`config.mk`:
```
export PLATFORM = sky130hd
export DESIGN_NAME = codec_init_top
export DESIGN_NICKNAME = d
export VERILOG_FILES = /design/src/hw/codec_init_pkg.sv /design/src/hw/init_sequencer.sv /design/src/hw/i2c_frame_shifter.sv /design/src/hw/i2c_line_driver.sv /design/src/hw/codec_init_top.sv
export VERILOG_INCLUDE_DIRS = /design/src /design/src/include
export SDC_FILE = /design/constraint.sdc
export NUM_CORES = 1
export LEC_CHECK = 0
export BUFFER_PORTS_ARGS = -buffer_cell sky130_fd_sc_hd__buf_2
export CAP_MARGIN = 40
export CORE_MARGIN = 2
export CORE_UTILIZATION = 63
export DETAILED_ROUTE_END_ITERATION = 8
export MAX_ROUTING_LAYER = met4
export PLACE_DENSITY = 0.9
export REMOVE_ABC_BUFFERS = 1
export SYNTH_ARGS = -nofsm -noshare
export SYNTH_HDL_FRONTEND = slang
export SYNTH_SLANG_ARGS = --single-unit
```
`constraint.sdc`:
```
create_clock -name i_clk -period 4.4 [get_ports i_clk]
set_input_delay 0.66 -clock i_clk [delete_from_list [all_inputs] [get_ports i_clk]]
set_output_delay 0.66 -clock i_clk [all_outputs]
set_load 0.1 [all_outputs]
```
`src/include/codec_init_settings.svh`:
```
`ifndef CODEC_INIT_SETTINGS_SVH
`define CODEC_INIT_SETTINGS_SVH

// Frame geometry and sequence length
`define CI_FRAME_BITS 28
`define CI_NUM_WRITES 7

// Codec write address, 7-bit address 0x1A plus R/W = 0
`define CI_DEV_ADDR 8'h34

// Register words as {reg_addr[6:0], data[8:0]}, sent in this order
`define CI_WR_RESET        16'h1E00
`define CI_WR_ANALOG_PATH  16'h0815
`define CI_WR_DIGITAL_PATH 16'h0A00
`define CI_WR_POWER        16'h0C00
`define CI_WR_FORMAT       16'h0E42
`define CI_WR_SAMPLING     16'h1019
`define CI_WR_ACTIVE       16'h1201

`endif

```
`src/hw/codec_init_pkg.sv`:
```
`default_nettype none

`include "codec_init_settings.svh"

package codec_init_pkg;

    typedef logic [2:0] ci_write_idx_t;  // Position in the write list
    typedef logic [4:0] ci_bit_idx_t;    // Bit position inside one frame

    // One two-wire frame, shifted out MSB first
    typedef union packed {
        logic [`CI_FRAME_BITS-1:0] raw;
        struct packed {
            logic [7:0] dev_addr;
            logic       ack0;       // Released for the codec
            logic [6:0] reg_addr;
            logic       data_hi;
            logic       ack1;
            logic [7:0] data_lo;
            logic       ack2;
            logic       stop_pad;   // Keeps SDA low ahead of the stop
        } fields;
    } ci_frame_u;

endpackage

`default_nettype wire

```
`src/hw/init_sequencer.sv`:
```
`timescale 1ns/10ps
`default_nettype none

`include "codec_init_settings.svh"

module init_sequencer import codec_init_pkg::*; (
    input  wire       i_clk,
    input  wire       i_rst_n,
    input  wire       i_start,
    input  wire       i_frame_done,
    output ci_frame_u o_frame,
    output logic      o_load,
    output logic      o_first,
    output logic      o_finished
);

    localparam ci_write_idx_t LAST_WRITE = ci_write_idx_t'(`CI_NUM_WRITES - 1);

    logic          start_d;
    logic          start_edge;
    logic          busy_r;
    ci_write_idx_t idx_r;
    logic [15:0]   reg_word;

    assign start_edge = i_start & ~start_d;  // Rising edge only

    always_ff @(posedge i_clk or posedge i_rst_n) begin
        if (i_rst_n) begin
            start_d    <= 1'b0;
            busy_r     <= 1'b0;
            idx_r      <= '0;
            o_load     <= 1'b0;
            o_first    <= 1'b0;
            o_finished <= 1'b0;
        end else begin
            start_d <= i_start;
            o_load  <= 1'b0;
            o_first <= 1'b0;
            if (start_edge && !busy_r) begin
                busy_r     <= 1'b1;
                o_finished <= 1'b0;
                idx_r      <= '0;
                o_load     <= 1'b1;
                o_first    <= 1'b1;
            end else if (busy_r && i_frame_done) begin
                if (idx_r == LAST_WRITE) begin
                    busy_r     <= 1'b0;
                    o_finished <= 1'b1;  // Held until the next start edge
                end else begin
                    idx_r  <= idx_r + 3'd1;
                    o_load <= 1'b1;      // Back to back with frame_done
                end
            end
        end
    end

    // Write table
    always_comb begin
        case (idx_r)
            3'd0:    reg_word = `CI_WR_RESET;
            3'd1:    reg_word = `CI_WR_ANALOG_PATH;
            3'd2:    reg_word = `CI_WR_DIGITAL_PATH;
            3'd3:    reg_word = `CI_WR_POWER;
            3'd4:    reg_word = `CI_WR_FORMAT;
            3'd5:    reg_word = `CI_WR_SAMPLING;
            default: reg_word = `CI_WR_ACTIVE;
        endcase
    end

    // Frame assembly, stable while idx_r holds
    always_comb begin
        o_frame.fields.dev_addr = `CI_DEV_ADDR;
        o_frame.fields.ack0     = 1'b1;
        o_frame.fields.reg_addr = reg_word[15:9];
        o_frame.fields.data_hi  = reg_word[8];
        o_frame.fields.ack1     = 1'b1;
        o_frame.fields.data_lo  = reg_word[7:0];
        o_frame.fields.ack2     = 1'b1;
        o_frame.fields.stop_pad = 1'b0;
    end

endmodule

`default_nettype wire

```
`src/hw/i2c_frame_shifter.sv`:
```
`timescale 1ns/10ps
`default_nettype none

`include "codec_init_settings.svh"

module i2c_frame_shifter import codec_init_pkg::*; (
    input  wire       i_clk,
    input  wire       i_rst_n,
    input  ci_frame_u i_frame,
    input  wire       i_load,
    input  wire       i_first,
    output logic      o_scl,
    output logic      o_sda,
    output logic      o_ack_slot,
    output logic      o_frame_done,
    output logic      o_seq_begin
);

    localparam logic [2:0] S_IDLE    = 3'd0;
    localparam logic [2:0] S_PREP    = 3'd1;
    localparam logic [2:0] S_HIGH    = 3'd2;
    localparam logic [2:0] S_LOW     = 3'd3;
    localparam logic [2:0] S_RELEASE = 3'd4;
    localparam logic [2:0] S_DONE    = 3'd5;

    localparam ci_bit_idx_t LAST_BIT = ci_bit_idx_t'(`CI_FRAME_BITS - 1);

    // Acknowledge bit positions, counted from the MSB
    localparam ci_bit_idx_t ACK_POS0 = 5'd8;
    localparam ci_bit_idx_t ACK_POS1 = 5'd17;
    localparam ci_bit_idx_t ACK_POS2 = 5'd26;

    logic [2:0]  state_r;
    ci_bit_idx_t bit_cnt_r;
    ci_bit_idx_t raw_sel;
    logic        cur_bit;
    logic        in_ack_pos;

    assign raw_sel    = LAST_BIT - bit_cnt_r;
    assign cur_bit    = i_frame.raw[raw_sel];
    assign in_ack_pos = (bit_cnt_r == ACK_POS0) || (bit_cnt_r == ACK_POS1) ||
                        (bit_cnt_r == ACK_POS2);

    always_ff @(posedge i_clk or posedge i_rst_n) begin
        if (i_rst_n) begin
            state_r   <= S_IDLE;
            bit_cnt_r <= '0;
        end else begin
            case (state_r)
                S_IDLE: begin
                    if (i_load) begin
                        state_r   <= S_PREP;
                        bit_cnt_r <= '0;
                    end
                end
                S_PREP:  state_r <= S_HIGH;
                S_HIGH: begin
                    if (bit_cnt_r == LAST_BIT) begin
                        state_r <= S_RELEASE;
                    end else begin
                        state_r   <= S_LOW;
                        bit_cnt_r <= bit_cnt_r + 5'd1;  // Next bit set up in low phase
                    end
                end
                S_LOW:     state_r <= S_HIGH;
                S_RELEASE: state_r <= S_DONE;
                S_DONE:    state_r <= S_IDLE;
                default:   state_r <= S_IDLE;
            endcase
        end
    end

    // Bus levels per state
    always_comb begin
        o_scl = 1'b1;
        o_sda = 1'b1;
        case (state_r)
            S_IDLE: o_sda = ~i_load;  // Start condition, SDA drops with SCL high
            S_PREP: begin
                o_scl = 1'b0;
                o_sda = cur_bit;
            end
            S_HIGH: o_sda = cur_bit;
            S_LOW: begin
                o_scl = 1'b0;
                o_sda = cur_bit;
            end
            default: ;  // Stop and idle, both lines high
        endcase
    end

    assign o_ack_slot   = ((state_r == S_HIGH) || (state_r == S_LOW)) && in_ack_pos;
    assign o_frame_done = (state_r == S_DONE);
    assign o_seq_begin  = (state_r == S_IDLE) && i_load && i_first;

endmodule

`default_nettype wire

```
`src/hw/i2c_line_driver.sv`:
```
`timescale 1ns/10ps
`default_nettype none

module i2c_line_driver (
    input  wire  i_clk,
    input  wire  i_rst_n,
    input  wire  i_scl,
    input  wire  i_sda,
    input  wire  i_ack_slot,
    input  wire  i_seq_begin,
    input  wire  i_sdat,
    output logic o_sclk,
    output logic o_sdat,
    output logic o_oen,
    output logic o_nack
);

    logic sclk_d;     // Previous bus clock level
    logic scl_rise;

    // First cycle of a high phase on the bus
    assign scl_rise = o_sclk & ~sclk_d;

    always_ff @(posedge i_clk or posedge i_rst_n) begin
        if (i_rst_n) begin
            o_sclk <= 1'b1;
            o_sdat <= 1'b1;
            o_oen  <= 1'b1;
            sclk_d <= 1'b1;
        end else begin
            o_sclk <= i_scl;
            o_sdat <= i_sda;
            o_oen  <= ~i_ack_slot;  // Codec owns SDA in ack slots
            sclk_d <= o_sclk;
        end
    end

    // Sticky nack, cleared when a new sequence begins
    always_ff @(posedge i_clk or posedge i_rst_n) begin
        if (i_rst_n) begin
            o_nack <= 1'b0;
        end else if (i_seq_begin) begin
            o_nack <= 1'b0;
        end else if (scl_rise && !o_oen && i_sdat) begin
            o_nack <= 1'b1;  // Line left high by the codec
        end
    end

endmodule

`default_nettype wire

```
`src/hw/codec_init_top.sv`:
```
`timescale 1ns/10ps
`default_nettype none

module codec_init_top import codec_init_pkg::*; (
    input  wire  i_clk,
    input  wire  i_rst_n,
    input  wire  i_start,
    input  wire  i_sdat,
    output logic o_sclk,
    output logic o_sdat,
    output logic o_oen,
    output logic o_finished,
    output logic o_nack
);

    ci_frame_u frame;
    logic      load;
    logic      first;
    logic      frame_done;
    logic      scl;
    logic      sda;
    logic      ack_slot;
    logic      seq_begin;

    // Write list walk and frame build
    init_sequencer u_sequencer (
        .i_clk        (i_clk),
        .i_rst_n      (i_rst_n),
        .i_start      (i_start),
        .i_frame_done (frame_done),
        .o_frame      (frame),
        .o_load       (load),
        .o_first      (first),
        .o_finished   (o_finished)
    );

    i2c_frame_shifter u_shifter (
        .i_clk        (i_clk),
        .i_rst_n      (i_rst_n),
        .i_frame      (frame),
        .i_load       (load),
        .i_first      (first),
        .o_scl        (scl),
        .o_sda        (sda),
        .o_ack_slot   (ack_slot),
        .o_frame_done (frame_done),
        .o_seq_begin  (seq_begin)
    );

    // Bus side registers and nack capture
    i2c_line_driver u_line_driver (
        .i_clk       (i_clk),
        .i_rst_n     (i_rst_n),
        .i_scl       (scl),
        .i_sda       (sda),
        .i_ack_slot  (ack_slot),
        .i_seq_begin (seq_begin),
        .i_sdat      (i_sdat),
        .o_sclk      (o_sclk),
        .o_sdat      (o_sdat),
        .o_oen       (o_oen),
        .o_nack      (o_nack)
    );

endmodule

`default_nettype wire

```
==> results.md <==
* Reg clk slew, reported paths at 0.11 ns
* Post-Syn Area at 1280 um^2
* Reg2Reg Depth at 7
* Initial core utilization at 66.0%
* Die area at 2410 um^2
* DRT met1 WL at 1110 um
* WP data required at 4.60 ns
* Rel. slew slack at 49.3%
* Critical path depth at 7
* Critical path's top delay family: simple AND/OR/NAND/NOR gates
* Post-synthesis adder-cell area fraction at 11.7%
* FFs w/ async S/R, synth at 100%
* Final setup fails at 0
* I/O Buffers at 8
* Worst Path Buf+Inv at 1
* Synthesized flop and latch total at 21
* Post-CTS Hold Buffers at 0
* Post-DP Area at 1320 um^2
* Total Routing Usage GR at 23.3%
* Worst-Margin Slew at 0.759 ns
* Worst Setup EP: u_shifter.bit_cnt_r[3]$_DFFE_PP0P_
* Drt total wl at 2430 um
* Share of post-route cells with drive strength above 1 at 15.1%
* Status: finished, final reports clean
* Antenna cells at 0
* Synth unique cells at 42
* Reg-to-reg endpoint: u_shifter.bit_cnt_r[3]$_DFFE_PP0P_
* Area grow syn2layout at 5.17%
* Final HPWL DP at 1790 um
* CP peak stage delay at 0.47 ns
* CTS Sinks at 21
* Highest Clock Rate at 0.479 GHz
* WS Path Type: reg2reg
* CTS buffer count at 3
* Ys flop type: dfrtp_1
* DR vias/cell at 5.76
* Largest family of logic cells by synthesized area: simple AND/OR/NAND/NOR gates
* Vias in the first global route at 985
* Root buf cell: clkbuf_4
* Post-Syn Instances at 133
* Final min period at 2.09 ns
* Site row count at 16
* CTS max path bufs at 2
* Global route overflow at 0
* Vias at 956
* Global-route wire length before repair at 4200 um
* CTS H-Tree Depth at 1
* Mux contribution to synthesized area at 2.44%
* Final Skew at 0.00341 ns
* Max FO, Critical Path at 7
* Simple-Gate Fraction of Synth Area at 18.5%
* Num ports at 9
* Mapped Avg Cell Area at 9.64 um^2
* Seq/Total Area, Yosys at 41.4%
* Top Layer Used: met4
* Worst R2R Start: u_shifter.bit_cnt_r[2]$_DFFE_PP0P_
* Worst VDD drop at 0.246 mV
* Final Hold Viols at 0
* Die span in y at 49.1 um
* Crit. Startpoint: u_shifter.bit_cnt_r[2]$_DFFE_PP0P_
* Drt wl/cell at 14.6 um
* Antenna violations before repair at 0
* CTS tree: built
* Worst Setup End Kind: flop
* Synth Warn # at 0
* Final instance area at 1350 um^2
* Core area at 1940 um^2
* Router iterations before antenna repair at 5
* RSZ-0062 raised after global routing: false
* XOR/XNOR Fraction of Synth Area at 4.10%
* Die width at 49.1 um
* Critical path data arrival time at 2.29 ns
* Worst Setup Start Kind: flop
* Largest net degree at the start of global routing at 22
* Setup Fix Bufs, Post-CTS at 0
* WL met3 at 80 um
* Metal2 WL at 1210 um
* Pins Over Slew Limit at 0
* Clk_lat worst skew at 0.30 ns
* Slowest cell on the critical path: dfrtp_1
* Resize count post-CTS at 0
* Internal reg-to-reg setup slack at 2.31 ns
* Antenna Violating Nets Remaining at 0
* Leak Pwr at 0.615 nW
* Post-synth EDFFs at 0
* Crit share post-route at 47.5%
* Critical path cell sequence: inv_1 -> ha_1 -> and4_2 -> a2111oi_4 -> nand4_1 -> xnor2_1 -> nor2_1
* Post-synthesis compound-gate area fraction at 15.9%
* Hold WC Path Type: reg2reg
* Final net count at 156
* PwrDens at 237 nW/um^2
* Gpl congestion at 0.953
* DR iter-0 viols at 11
* Post-route setup TNS at 0 ns
* Max Cap Viol at 0
* DRC at 0
-- cells in the final DEF (no fill, tap or decap), types with 2 or more instances in the layout --
master    count
nand2b_1      4
o21ai_0       5
dfrtp_1      17
a21oi_1       7
and3_1        2
buf_2         8
nand4_1       2
clkbuf_4      3
mux2i_1       2
nand3_1       5
ha_1         12
a31oi_1       4
xnor2_1       5
inv_1         9
nor2_1       16
nor3_1        2
nor2b_1       2
nand2_1       8
dfstp_2       4
-- sequential cells by signal, indices dropped and copies added, names as in the netlist --
name,cells
u_sequencer.idx_r,3
u_line_driver.o_sdat,1
u_sequencer.busy_r,1
u_sequencer.start_d,1
u_shifter.bit_cnt_r,5
u_line_driver.sclk_d,1
u_sequencer.o_finished,1
u_sequencer.o_first,1
u_sequencer.o_load,1
u_shifter.state_r,3
u_line_driver.o_oen,1
u_line_driver.o_sclk,1
u_line_driver.o_nack,1
-- per-layer routing --
layer | up-vias | track usage (%)
met5 | - | -
met4 | 0 | 7.62
met3 | 4 | 5.83
met2 | 21 | 38.7
met1 | 454 | 27.7
li1 | 477 | -
-- worst min-delay path by stage --
stage                                   startpoint                               end  slack [ns]  cells after the start
finish              u_line_driver.o_sclk$_DFF_PP1_    u_line_driver.sclk_d$_DFF_PP1_        0.38                      0
global route        u_line_driver.o_sclk$_DFF_PP1_    u_line_driver.sclk_d$_DFF_PP1_        0.38                      0
CTS                 u_line_driver.o_sclk$_DFF_PP1_    u_line_driver.sclk_d$_DFF_PP1_        0.38                      0
detailed placement  u_line_driver.o_sclk$_DFF_PP1_    u_line_driver.sclk_d$_DFF_PP1_        0.36                      0
global placement    u_line_driver.o_sclk$_DFF_PP1_    u_line_driver.sclk_d$_DFF_PP1_        0.36                      0
floorplan            u_sequencer.o_first$_DFF_PP0_  u_line_driver.o_nack$_DFFE_PP0P_        0.39                      1
-- logic make-up (layout without fill, tap and decap cells) --
group,after synthesis,in the layout
simple gates,47,47
compound gates,28,28
flops,21,21
buf+inv,16,22
fa+ha+maj,12,12
xor+xnor,6,6
mux,3,3
-- worst register-to-register path, stage by stage (launching register included) --
cell and delay [ns]:
dfrtp_1 0.47, inv_1 0.15, ha_1 0.26, and4_2 0.28, a2111oi_4 0.44, nand4_1 0.18
xnor2_1 0.17, nor2_1 0.06
-- power by group --
part	switching, W	total (W)	internal (W)
clock	0.0000553	0.0000906	0.0000353
combinational	0.0000215	0.0000303	0.00000876
sequential	0.00000254	0.000199	0.000196
-- stage by stage --
stage | util (%) | hold slack (ns) | worst slack [ns] | power (W) | cells
6_report | 69.5 | 0.377 | 2.31 | 0.000320 | 166
5_1_grt | 69.5 | 0.384 | 2.24 | 0.000334 | 166
4_1_cts | 69.5 | 0.377 | 2.37 | 0.000323 | 166
3_5_place_dp | 68.1 | 0.361 | 2.37 | 0.000233 | 162
3_3_place_gp | 68.1 | 0.359 | 2.44 | 0.000232 | 162
2_1_floorplan | - | 0.393 | 2.55 | 0.000227 | 127
-- layout make-up --
cell class,count,area (um^2)
inverters,10,42.5
fillers,156,593
multi-input cells,96,676
flip-flops and latches,21,531
well taps,27,33.8
repair buffers,8,40.0
clock buffers,4,26.3
-- cells in the mapped netlist (2+ instances only) --
cell | n | area (um^2)
nand2_1 | 8 | 30.0
nand3_1 | 5 | 25.0
dfstp_2 | 4 | 105
inv_1 | 9 | 33.8
dfrtp_1 | 17 | 425
o21ai_0 | 5 | 25.0
xnor2_1 | 5 | 43.8
clkbuf_1 | 2 | 7.51
nor3_1 | 2 | 10.0
nor2_1 | 16 | 60.1
nor2b_1 | 2 | 12.5
a31oi_1 | 4 | 25.0
a21oi_1 | 7 | 35.0
nand2b_1 | 4 | 25.0
mux2i_1 | 2 | 20.0
ha_1 | 12 | 150
nand4_1 | 2 | 12.5
and3_1 | 2 | 12.5
buf_2 | 2 | 10.0
Power figures use the tool's default switching activity.
